### src/common/ip_rx_pkg.sv
`default_nettype none

package ip_rx_pkg;

  localparam int STREAM_W = 2;  // RMII carries two bits per clock.

  // Symbol counts derived from the stream width.
  localparam int WORD_SYMS = 16 / STREAM_W;
  localparam int SYM_CNT_W = $clog2(WORD_SYMS);
  localparam int FIELD_CNT_W = $clog2(32 / STREAM_W);
  localparam int VER_FIELD_W = (STREAM_W > 4) ? 8 : 4;  // Byte-wide symbols hold version and IHL.

  typedef logic [31:0] ipv4_addr_t;
  typedef logic [15:0] ip_len_t;
  typedef logic [7:0]  ip_proto_t;
  typedef logic [15:0] cksum_t;
  typedef logic [1:0]  reg_addr_t;

  typedef struct packed {
    ip_proto_t  protocol;
    ipv4_addr_t src_ip;
    ipv4_addr_t dst_ip;
    ip_len_t    length;
  } ipv4_hdr_t;

  typedef struct packed {
    logic done;
    logic ok;
  } hdr_verdict_t;

  typedef enum logic [3:0] {
    VERSION, IHL, DSCP_ECN, LENGTH, IDENT, FLAGS, TTL,
    PROTOCOL, CKSUM, SRC, DST, DONE, REJECT
  } parse_state_t;

  localparam logic [3:0] IPV4_VERSION = 4'd4;
  localparam logic [3:0] IPV4_IHL = 4'd5;
  localparam logic [2:0] FLAGS_DF_ONLY = 3'b010;  // Reserved 0, DF 1, MF 0.

  localparam reg_addr_t REG_LOCAL_IP = 2'd0;
  localparam reg_addr_t REG_CTRL = 2'd1;
  localparam reg_addr_t REG_ACCEPT_CNT = 2'd2;
  localparam reg_addr_t REG_DROP_CNT = 2'd3;

  localparam ipv4_addr_t BCAST_ADDR = 32'hffff_ffff;

endpackage

`default_nettype wire

### src/ipv4_rx/ones_sum_check.sv
`timescale 1ns/1ns
`default_nettype none

module ones_sum_check
  import ip_rx_pkg::*;
(
  input  logic                clk,
  input  logic                rst,
  input  logic                sum_clear,
  input  logic                sum_sym_valid,
  input  logic [STREAM_W-1:0] sum_sym,
  output cksum_t              cksum
);

  logic [15:0] word_q;
  logic [15:0] word_next;
  logic [SYM_CNT_W-1:0] sym_cnt;
  logic word_done;
  logic [16:0] acc;  // Carry out is folded back in on the next add.
  logic [15:0] folded;

  assign word_next = {word_q[15-STREAM_W:0], sum_sym};
  assign word_done = (sym_cnt == SYM_CNT_W'(WORD_SYMS - 1));

  always_ff @(posedge clk) begin
    if (rst || sum_clear) begin
      sym_cnt <= '0;
      acc <= '0;
    end else if (sum_sym_valid) begin
      if (word_done) begin
        sym_cnt <= '0;
        acc <= {1'b0, acc[15:0]} + acc[16] + word_next;
      end else begin
        sym_cnt <= sym_cnt + 1'b1;
      end
    end
  end

  always_ff @(posedge clk) begin
    if (sum_sym_valid)
      word_q <= word_next;
  end

  assign folded = acc[15:0] + 16'(acc[16]);
  assign cksum = ~folded;  // Zero for a good header.

endmodule

`default_nettype wire

### src/ipv4_rx/ipv4_header_parse.sv
`timescale 1ns/1ns
`default_nettype none

module ipv4_header_parse
  import ip_rx_pkg::*;
(
  input  logic                clk,
  input  logic                rst,
  input  logic                axiiv,
  input  logic [STREAM_W-1:0] axiid,
  input  cksum_t              cksum,
  output logic                sum_sym_valid,
  output logic [STREAM_W-1:0] sum_sym,
  output logic                sum_clear,
  output ipv4_hdr_t           hdr,
  output hdr_verdict_t        verdict
);

  parse_state_t state, next_state;
  logic [FIELD_CNT_W-1:0] cnt;
  logic [15:0] chk;
  logic [15:0] chk_next;
  logic in_hdr;
  logic field_last;
  logic verdict_pend;

  // Width in bits of the field parsed in each state.
  function automatic int field_bits(parse_state_t s);
    case (s)
      VERSION:                 return VER_FIELD_W;
      IHL:                     return 4;
      DSCP_ECN, TTL, PROTOCOL: return 8;
      SRC, DST:                return 32;
      default:                 return 16;
    endcase
  endfunction

  assign in_hdr = (state != DONE) && (state != REJECT);
  assign chk_next = {chk[15-STREAM_W:0], axiid};
  assign field_last = (cnt == FIELD_CNT_W'(field_bits(state) / STREAM_W - 1));

  assign sum_sym_valid = axiiv && in_hdr;
  assign sum_sym = axiid;
  assign sum_clear = !axiiv;

  always_comb begin
    next_state = state;
    case (state)
      VERSION: begin
        if (VER_FIELD_W == 8)
          next_state = (chk_next[7:4] == IPV4_VERSION && chk_next[3:0] == IPV4_IHL) ?
                       DSCP_ECN : REJECT;
        else
          next_state = (chk_next[3:0] == IPV4_VERSION) ? IHL : REJECT;
      end
      IHL:      next_state = (chk_next[3:0] == IPV4_IHL) ? DSCP_ECN : REJECT;
      DSCP_ECN: next_state = LENGTH;
      LENGTH:   next_state = IDENT;
      IDENT:    next_state = FLAGS;
      FLAGS:    next_state = (chk_next[15:13] == FLAGS_DF_ONLY) ? TTL : REJECT;
      TTL:      next_state = PROTOCOL;
      PROTOCOL: next_state = CKSUM;
      CKSUM:    next_state = SRC;
      SRC:      next_state = DST;
      DST:      next_state = DONE;
      default:  next_state = state;
    endcase
  end

  always_ff @(posedge clk) begin
    if (rst) begin
      state <= VERSION;
      cnt <= '0;
      verdict_pend <= 1'b0;
    end else begin
      verdict_pend <= 1'b0;
      if (!axiiv) begin
        state <= VERSION;  // Frame gap restarts the walk.
        cnt <= '0;
      end else if (in_hdr) begin
        if (field_last) begin
          cnt <= '0;
          state <= next_state;
          verdict_pend <= (next_state == DONE) || (next_state == REJECT);
        end else begin
          cnt <= cnt + 1'b1;
        end
      end
    end
  end

  // Field capture, MSB first.
  always_ff @(posedge clk) begin
    if (axiiv && in_hdr) begin
      chk <= chk_next;
      if (state == SRC)
        hdr.src_ip <= {hdr.src_ip[31-STREAM_W:0], axiid};
      if (state == DST)
        hdr.dst_ip <= {hdr.dst_ip[31-STREAM_W:0], axiid};
      if (field_last && state == LENGTH)
        hdr.length <= chk_next;
      if (field_last && state == PROTOCOL)
        hdr.protocol <= chk_next[7:0];
    end
  end

  assign verdict.done = verdict_pend;
  assign verdict.ok = verdict_pend && (state == DONE) && (cksum == '0);  // Sum is final here.

endmodule

`default_nettype wire

### src/source/ip_dest_filter.sv
`timescale 1ns/1ns
`default_nettype none

module ip_dest_filter
  import ip_rx_pkg::*;
(
  input  logic         clk,
  input  logic         rst,
  input  ipv4_hdr_t    hdr,
  input  hdr_verdict_t verdict,
  input  ipv4_addr_t   local_ip,
  input  logic         filter_en,
  input  logic         accept_bcast,
  output logic         pkt_valid,
  output ipv4_hdr_t    pkt_hdr,
  output logic         drop_pulse
);

  logic dest_ok;
  logic accept;

  assign dest_ok = !filter_en ||
                   (hdr.dst_ip == local_ip) ||
                   (accept_bcast && hdr.dst_ip == BCAST_ADDR);
  assign accept = verdict.ok && dest_ok;

  always_ff @(posedge clk) begin
    if (rst) begin
      pkt_valid <= 1'b0;
      drop_pulse <= 1'b0;
      pkt_hdr <= '0;
    end else begin
      pkt_valid <= verdict.done && accept;
      drop_pulse <= verdict.done && !accept;
      if (verdict.done && accept)
        pkt_hdr <= hdr;  // Held until the next accepted frame.
    end
  end

endmodule

`default_nettype wire

### src/source/ip_filter_regs.sv
`timescale 1ns/1ns
`default_nettype none

module ip_filter_regs
  import ip_rx_pkg::*;
(
  input  logic        clk,
  input  logic        rst,
  input  logic        reg_we,
  input  reg_addr_t   reg_addr,
  input  logic [31:0] reg_wdata,
  output logic [31:0] reg_rdata,
  input  logic        pkt_valid,
  input  logic        drop_pulse,
  output ipv4_addr_t  local_ip,
  output logic        filter_en,
  output logic        accept_bcast
);

  logic [31:0] accept_cnt;
  logic [31:0] drop_cnt;

  always_ff @(posedge clk) begin
    if (rst) begin
      local_ip <= '0;
      filter_en <= 1'b1;  // Filtering on out of reset.
      accept_bcast <= 1'b0;
      accept_cnt <= '0;
      drop_cnt <= '0;
    end else begin
      if (reg_we && reg_addr == REG_LOCAL_IP)
        local_ip <= reg_wdata;
      if (reg_we && reg_addr == REG_CTRL) begin
        filter_en <= reg_wdata[0];
        accept_bcast <= reg_wdata[1];
      end
      // A write to a counter clears it.
      if (reg_we && reg_addr == REG_ACCEPT_CNT)
        accept_cnt <= '0;
      else if (pkt_valid)
        accept_cnt <= accept_cnt + 1'b1;
      if (reg_we && reg_addr == REG_DROP_CNT)
        drop_cnt <= '0;
      else if (drop_pulse)
        drop_cnt <= drop_cnt + 1'b1;
    end
  end

  always_comb begin
    case (reg_addr)
      REG_LOCAL_IP:   reg_rdata = local_ip;
      REG_CTRL:       reg_rdata = {30'd0, accept_bcast, filter_en};
      REG_ACCEPT_CNT: reg_rdata = accept_cnt;
      default:        reg_rdata = drop_cnt;
    endcase
  end

endmodule

`default_nettype wire

### src/source/ip_rx_top.sv
`timescale 1ns/1ns
`default_nettype none

module ip_rx_top
  import ip_rx_pkg::*;
(
  input  logic                clk,
  input  logic                rst,
  input  logic                axiiv,
  input  logic [STREAM_W-1:0] axiid,
  input  logic                reg_we,
  input  reg_addr_t           reg_addr,
  input  logic [31:0]         reg_wdata,
  output logic [31:0]         reg_rdata,
  output logic                pkt_valid,
  output ipv4_hdr_t           pkt_hdr
);

  logic sum_sym_valid;
  logic [STREAM_W-1:0] sum_sym;
  logic sum_clear;
  cksum_t cksum;
  ipv4_hdr_t hdr;
  hdr_verdict_t verdict;
  ipv4_addr_t local_ip;
  logic filter_en;
  logic accept_bcast;
  logic drop_pulse;

  ipv4_header_parse parse0 (
    .clk(clk), .rst(rst), .axiiv(axiiv), .axiid(axiid), .cksum(cksum),
    .sum_sym_valid(sum_sym_valid), .sum_sym(sum_sym), .sum_clear(sum_clear),
    .hdr(hdr), .verdict(verdict)
  );

  ones_sum_check sum0 (
    .clk(clk), .rst(rst), .sum_clear(sum_clear), .sum_sym_valid(sum_sym_valid),
    .sum_sym(sum_sym), .cksum(cksum)
  );

  ip_dest_filter filter0 (
    .clk(clk), .rst(rst), .hdr(hdr), .verdict(verdict), .local_ip(local_ip),
    .filter_en(filter_en), .accept_bcast(accept_bcast),
    .pkt_valid(pkt_valid), .pkt_hdr(pkt_hdr), .drop_pulse(drop_pulse)
  );

  ip_filter_regs regs0 (
    .clk(clk), .rst(rst), .reg_we(reg_we), .reg_addr(reg_addr),
    .reg_wdata(reg_wdata), .reg_rdata(reg_rdata),
    .pkt_valid(pkt_valid), .drop_pulse(drop_pulse),
    .local_ip(local_ip), .filter_en(filter_en), .accept_bcast(accept_bcast)
  );

endmodule

`default_nettype wire

### config.mk
export PLATFORM = sky130hd
export DESIGN_NAME = ip_rx_top
export DESIGN_NICKNAME = d
export VERILOG_FILES = /design/src/common/ip_rx_pkg.sv /design/src/ipv4_rx/ones_sum_check.sv /design/src/ipv4_rx/ipv4_header_parse.sv /design/src/source/ip_dest_filter.sv /design/src/source/ip_filter_regs.sv /design/src/source/ip_rx_top.sv
export SDC_FILE = /design/constraint.sdc
export NUM_CORES = 1
export LEC_CHECK = 0
export ABC_AREA = 0
export BUFFER_PORTS_ARGS = -buffer_cell sky130_fd_sc_hd__buf_4
export CAP_MARGIN = 20
export CORE_UTILIZATION = 45
export DETAILED_ROUTE_END_ITERATION = 10
export PLACE_DENSITY_LB_ADDON = 0.25
export SYNTH_ARGS = -nofsm -noshare
export SYNTH_HDL_FRONTEND = slang
export SYNTH_SLANG_ARGS = --single-unit
### constraint.sdc
create_clock -name clk -period 4.7 [get_ports clk]
set_clock_uncertainty 0.1 [all_clocks]
set_input_delay 0.705 -clock clk [delete_from_list [all_inputs] [get_ports clk]]
set_output_delay 0.705 -clock clk [all_outputs]
set_load 0.005 [all_outputs]
### Word-level counts from Yosys, hierarchy flattened

Cells that the tools add are included.

| word-level totals | value |
|---|---|
| output and inout bits | 121 |
| register bits | 333 |
| input port bits | 40 |
| word-level logic and storage cells | 106 |

| operators by class | value |
|---|---|
| bitwise logic cells | 5 |
| equality and inequality tests | 25 |
| mux-type cells | 8 |
| $add $sub $neg | 9 |
| reduce and logical (&&, ||, !) cells | 37 |

Operator list:

| kind | number |
|---|---|
| one-hot mux 32 bit (3 select lines) | 1 |
| adder 32 x 1 -> 32 bit, second input constant | 2 |
| one-hot mux 4 bit (11 select lines) | 1 |
| == test 32 bit | 1 |
| == test 32 bit, second input constant | 1 |
| == test 4 x 3 -> 1 bit, second input constant | 6 |
| == test 4 bit, second input constant | 6 |
| adder 16 x 1 -> 17 bit | 1 |
| adder 17 x 16 -> 17 bit | 1 |
| adder 16 x 1 -> 16 bit | 1 |
| zero test 16 bit | 1 |
| two-way mux 4 bit | 4 |
| NOT 16 bit | 1 |
| one-hot mux 5 bit (3 select lines) | 1 |
| logical AND 1 bit | 14 |
| AND reduction 2 bit | 6 |
| OR reduction 2 bit | 5 |
| == test 4 x 2 -> 1 bit, second input constant | 2 |
| inequality test 4 bit, second input constant | 2 |
| adder 4 x 1 -> 4 bit | 1 |
| adder 4 x 1 -> 4 bit, second input constant | 1 |
| == test 2 bit, second input constant | 2 |
| == test 4 x 1 -> 1 bit, second input constant | 1 |
| == test 4 bit | 1 |
| other kinds (14) | 21 |

### Depth between registers and ports, before layout

| depth | value |
|---|---|
| depth in word-level cells | 9 |
| mapped depth | 12 |
| gate-level depth less buffers | 11 |

### By module

Synthesis repeated with hierarchy kept, for this count alone.

| second synthesis, totals | value |
|---|---|
| cells, all modules | 1476 |
| area total of the unflattened synthesis | 15407.3 µm² |

By module, submodules not included:

| module | times used | area each (µm²) | sequential area each (µm²) | cells each |
|---|---|---|---|---|
| ip_filter_regs | 1 | 4914.7 | 1961.9 | 587 |
| ip_dest_filter | 1 | 4375.4 | 1801.7 | 442 |
| ipv4_header_parse | 1 | 3933.8 | 3243.1 | 214 |
| ones_sum_check | 1 | 2183.3 | 820.8 | 233 |

### Worst setup path before layout

No wires, ideal clock.

| timing path | value |
|---|---|
| path kind | register to register |
| start | reg parse0.state[2] |
| end | reg, netlist name parse0.hdr[0] |
| cell stages (with the launch flop) | 9 |
| data arrival time | 3.165 ns |
| buffers on the path | 1 |
| clock period less this slack | 3.695 ns |
| path slack | 1.005 ns |
| library setup time | 0.430 ns |
| data required time | 4.170 ns |
| cell sequence | dfxtp_1 > clkbuf_1 > nand2b_1 > nand3_1 > ha_1 > xnor2_1 > xnor2_1 > nand4_1 > nor4_1 |

| between the ends | value |
|---|---|
| longest elaborated chain between the ends | 8 |
| elaborated cells on any way between the ends | 21 |
| classes of those cells | 2 x add/sub; 10 x eq/ne; 1 x mux; 8 x reduce/logical |

Ends and longest elaborated chain:

| item | RTL line | RTL |
|---|---|---|
| start: declaration | ipv4_header_parse.sv:19 | `parse_state_t state, next_state;` |
| start signal: assignment | ipv4_header_parse.sv:83 | `state <= next_state;` |
| == test 4 x 2 -> 1 bit, or another cell as far along | ipv4_header_parse.sv:29 | `case (s)` |
| OR reduction 3 bit, or another cell as far along | ipv4_header_parse.sv:29 |  |
| one-hot mux 5 bit (3 select lines) | ipv4_header_parse.sv:29 |  |
| adder 4 x 1 -> 4 bit (no line) | - |  |
| subtractor 4 x 2 -> 4 bit | ipv4_header_parse.sv:40 | `assign field_last = (cnt == FIELD_CNT_W'(field_bits(state) / STREAM_W - 1));` |
| == test 4 bit | ipv4_header_parse.sv:40 |  |
| logical AND 1 bit | ipv4_header_parse.sv:100 | `if (field_last && state == LENGTH)` |
| AND reduction 2 bit (no line) * | - |  |

Mark *: on every way between the ends. The rest lies on a longest branch, timed or not.
A chain may end at the register's enable or synchronous reset.

### Final worst setup path

| timing path | value |
|---|---|
| start | reg sum0.acc[0] |
| end | reg, netlist name filter0.pkt_hdr[61] |

| between the ends | value |
|---|---|
| longest elaborated chain between the ends | 6 |

Ends and longest elaborated chain:

| item | RTL line | RTL |
|---|---|---|
| start: declaration | ones_sum_check.sv:19 | `logic [16:0] acc;` |
| start signal: assignment | ones_sum_check.sv:32 | `acc <= {1'b0, acc[15:0]} + acc[16] + word_next;` |
| adder 16 x 1 -> 16 bit | ones_sum_check.sv:44 | `assign folded = acc[15:0] + 16'(acc[16]);` |
| NOT 16 bit | ones_sum_check.sv:45 | `assign cksum = ~folded;` |
| zero test 16 bit | ipv4_header_parse.sv:108 | `assign verdict.ok = verdict_pend && (state == DONE) && (cksum == '0);` |
| logical AND 1 bit | ipv4_header_parse.sv:108 |  |
| logical AND 1 bit | ip_dest_filter.sv:25 | `assign accept = verdict.ok && dest_ok;` |
| logical AND 1 bit | ip_dest_filter.sv:35 | `if (verdict.done && accept)` |

No other way between the ends.

==> results.py <==
metrics = {
    "cells_and_area": {
        "postLayoutCoreUtil_pct": 55.47,
        "multiInputGateArea_sq_mm": 0.005715,
        "nFillCells": 2575,
        "ff_latch_area_sq_mm": 0.007407,
        "final_net_count": 1513,
        "drive_above_1_share_pct": 16.84,
        "areaGrowthSynthToFinish_pct": 19.99,
    },
    "power_and_ir_drop": {
        "p_int_mw": 4.494,
        "clkPwrFrac_pct": 46.1,
        "power.share.switching_pct": 21.15,
        "power_leakage_nw": 6.796,
        "ir_drop_mv": 0.2991,
        "p_switching_mw": 1.205,
        "p_comb_share_pct": 3.4,
        "seqPwrFrac_pct": 50.5,
        "p_per_area_mw_per_mm2": 354.1,
    },
    "yosys": {
        "yosysWarnings": 0,
        "async_flop_share_pct": 0,
        "yosys-top-cells-area": "dfxtp_1 32%, edfxtp_1 23%, mux2i_1 9.6%",
        "syn_nets": 1369,
        "syn_inst": 1304,
        "yosysTopAreaCellShare_pct": 32.39,
        "synth.most_common_cell": "dfxtp_1",
        "syn_avg_cell_area_sq_um": 10.28,
        "ys_ff_latch": 319,
        "synth.distinct_cells": 54,
        "synthFlopType": "dfxtp_1",
        "synth_edf_count": 102,
        "synthTopCellsByCount": "217 x dfxtp_1, 183 x nor2_1, 149 x nand2_1, 128 x mux2i_1, 102 x edfxtp_1",
        "yosysTopAreaCell": "dfxtp_1",
        "yosysSeqAreaShare_pct": 55.23,
        "netlist_area_sq_mm": 0.01341,
    },
    "critical_path": {
        "start_kind": "register",
        "path_cells": "ha_1 -> ha_1 -> nand3_1 -> nor3_1 -> a21oi_1 -> nor4_1 -> nand2_4 -> buf_4 -> mux2i_1 -> nor2_1",
        "rrSetupSlack_ps": 1470,
        "cp-end-kind": "register",
        "cpPeakStageDelay_ps": 480,
        "cpMostUsedCell": "ha_1",
        "crit_path_max_fanout": 33,
        "cp.arrival_ps": 3460,
        "slowest_stage": "nor4_1",
        "crit_type": "reg -> reg",
        "worstPathRequired_ps": 4940,
    },
    "route": {
        "wire_per_inst_microns": 16.77,
        "drt_iter0_drc": 667,
        "via_per_inst": 5.240,
        "detail-route-antenna-nets": 0,
        "drcViolationCount": 0,
        "routed_wirelength_microns": 31170,
        "vias": 9736,
        "first_pass_iters": 5,
    },
    "floorplanning": {
        "num_io_pins": 161,
        "start_util_pct": 46.23,
        "die_h_microns": 174.6,
        "dieArea_sq_mm": 0.03050,
        "die_width_microns": 174.6,
        "coreArea_sq_mm": 0.02901,
        "rows": 62,
    },
    "clocking": {
        "postCtsSetupRepairBufs": 0,
        "ctsResizeCount": 0,
        "cts_tree": "done",
        "root_buffer": "clkbuf_16",
        "cts_hold_buf": 0,
        "clock_latency_ps": 520,
        "cts_buffers": 35,
        "clockBufferDepth": 3,
        "ctsHtreeMaxLevel": 2,
        "clkSinkCount": 319,
        "clkTransAtPathRegs_ps": 60,
    },
    "sta": {
        "timing.final.crit_share_pct": 68.69,
        "slew_headroom_pct": 24.61,
        "tns_ps": 0,
        "rsz0062_at_grt": "no",
        "whs_ps": 321.5,
        "finalCriticalPeriod_ps": 3228,
        "fmax_mhz": 309.8,
        "slew_violations": 0,
        "hold_viol": 0,
        "finalSetupViolations": 0,
        "tightest_slew_ps": 1131,
    },
    "place": {
        "routabilityCongestion": 0.8613,
        "hpwl_microns": 21640,
        "port_buffers": 160,
    },
    "global_route": {
        "grt_overflow_total": 0,
        "grt_max_degree": 101,
        "grt_pass1_vias": 9311,
        "grt_pass1_wl_microns": 49150,
        "antenna_found_initial": 0,
        "grtUsageTotal_pct": 20.31,
    },
    "flow_run": {
        "cap_viol_max_count": 0,
    },
    "run_status": {
        "outcome": "finished clean",
    },
    "worst_hold_path": {
        "holdCritPathClass": "in -> reg",
    },
}
-- sequential cells by signal (all words and copies together) (netlist names), 3 cells and up --
signal,count
sum0.acc,17
filter0.pkt_hdr,88
parse0.hdr,88
regs0.drop_cnt,32
sum0.sym_cnt,3
parse0.cnt,4
parse0.chk,14
regs0.local_ip,32
parse0.state,4
regs0.accept_cnt,32
-- placed cells by master (no fill, tap or decap), types with 3 or more instances in the layout --
cell | netlist | final
and3_1 | 20 | 20
and4_1 | 3 | 3
or3_1 | 7 | 7
o21ai_0 | 46 | 46
nor2b_1 | 7 | 7
o211ai_1 | 3 | 3
o31ai_1 | 4 | 4
nand2_1 | 149 | 148
clkbuf_16 | 0 | 35
nor4_1 | 16 | 14
clkbuf_8 | 0 | 9
edfxtp_1 | 102 | 102
nand2b_1 | 4 | 4
mux2i_1 | 128 | 128
a211oi_1 | 3 | 3
a21oi_1 | 73 | 73
dfxtp_1 | 217 | 217
nand4_1 | 30 | 30
clkbuf_1 | 47 | 6
nor3_1 | 15 | 14
nor3_2 | 2 | 3
nor2_1 | 183 | 182
inv_1 | 13 | 13
o21a_1 | 4 | 4
or3b_2 | 4 | 4
clkinv_2 | 0 | 8
xor2_1 | 81 | 81
nand3_1 | 37 | 37
buf_4 | 1 | 173
xnor2_1 | 27 | 27
nor3b_1 | 5 | 4
and2_1 | 4 | 4
ha_1 | 23 | 23
-- kinds of logic (layout without fill, tap and decap cells) --
group,after synthesis,after routing,synth area share [%]
AOI/OAI and AO/OA,150,150,6.325
xor gates and xnor gates,108,108,7.053
adders and majority gates,25,25,2.444
buffers and inverters,80,249,2.463
DFF,319,319,55.23
muxes,130,130,9.889
other,0,1,0
and+or+nand+nor,492,492,16.60
-- worst max-delay path: cells and delay by family, from the launching register on --
family	cells	cell delay, ps
and+or+nand+nor	5	1320
buffers and inverters	1	460
adders and majority gates	2	390
DFF	1	380
muxes	1	220
AOI/OAI and AO/OA	1	150
-- final timing paths --
path | start | to | cells after the start
worst max-delay path | sum0.acc[0] | filter0.pkt_hdr[61] | 10
worst min-delay path | reg_wdata[0] | regs0.filter_en | 3
worst max register to register | sum0.acc[0] | filter0.pkt_hdr[61] | 10
worst min register to register | parse0.hdr[49] | parse0.hdr[51] | 0
-- metal layers --
layer  routed length [microns]  vias to the layer above  global-route usage [%]
li1                          -                     4835                       -
met1                     13640                     4601                   26.23
met2                     15110                      239                   34.46
met3                      1524                       61                   3.198
met4                       892                        0                   7.246
met5                         0                        -                       0
-- per-stage QoR --
| step | power (mW) | cell area [sq um] | cells | worst slack (ps) |
|---|---|---|---|---|
| after floorplan | 3.044 | 13410 | 1304 | 1005 |
| after CTS | 5.761 | 16060 | 1856 | 1472 |
| final | 5.699 | 16090 | 1858 | 1472 |
| after global placement | 3.122 | 14950 | 1794 | 1571 |
| after detailed placement | 3.125 | 14950 | 1794 | 1512 |
| after global routing | 5.910 | 16090 | 1857 | 1112 |
-- power groups by stage --
stage	Sequential, mW	Combinational, mW	Clock, mW
floorplan	2.92	0.121	0
global placement	2.94	0.184	0
detailed placement	2.94	0.187	0
CTS	2.88	0.188	2.69
global route	2.88	0.209	2.82
finish	2.88	0.191	2.63
-- final cells by class --
cell class                 count  share of cell area [%]
sequential                   319                   46.03
multi-input combinational    905                   35.52
timing repair buffer         174                   8.241
clock buffer                  50                   6.352
tap                          384                   2.986
clock inverter                12                  0.5598
inverter                      13                  0.3032
antenna                        1                 0.01555
No activity file was read; power rests on OpenSTA's default activity.
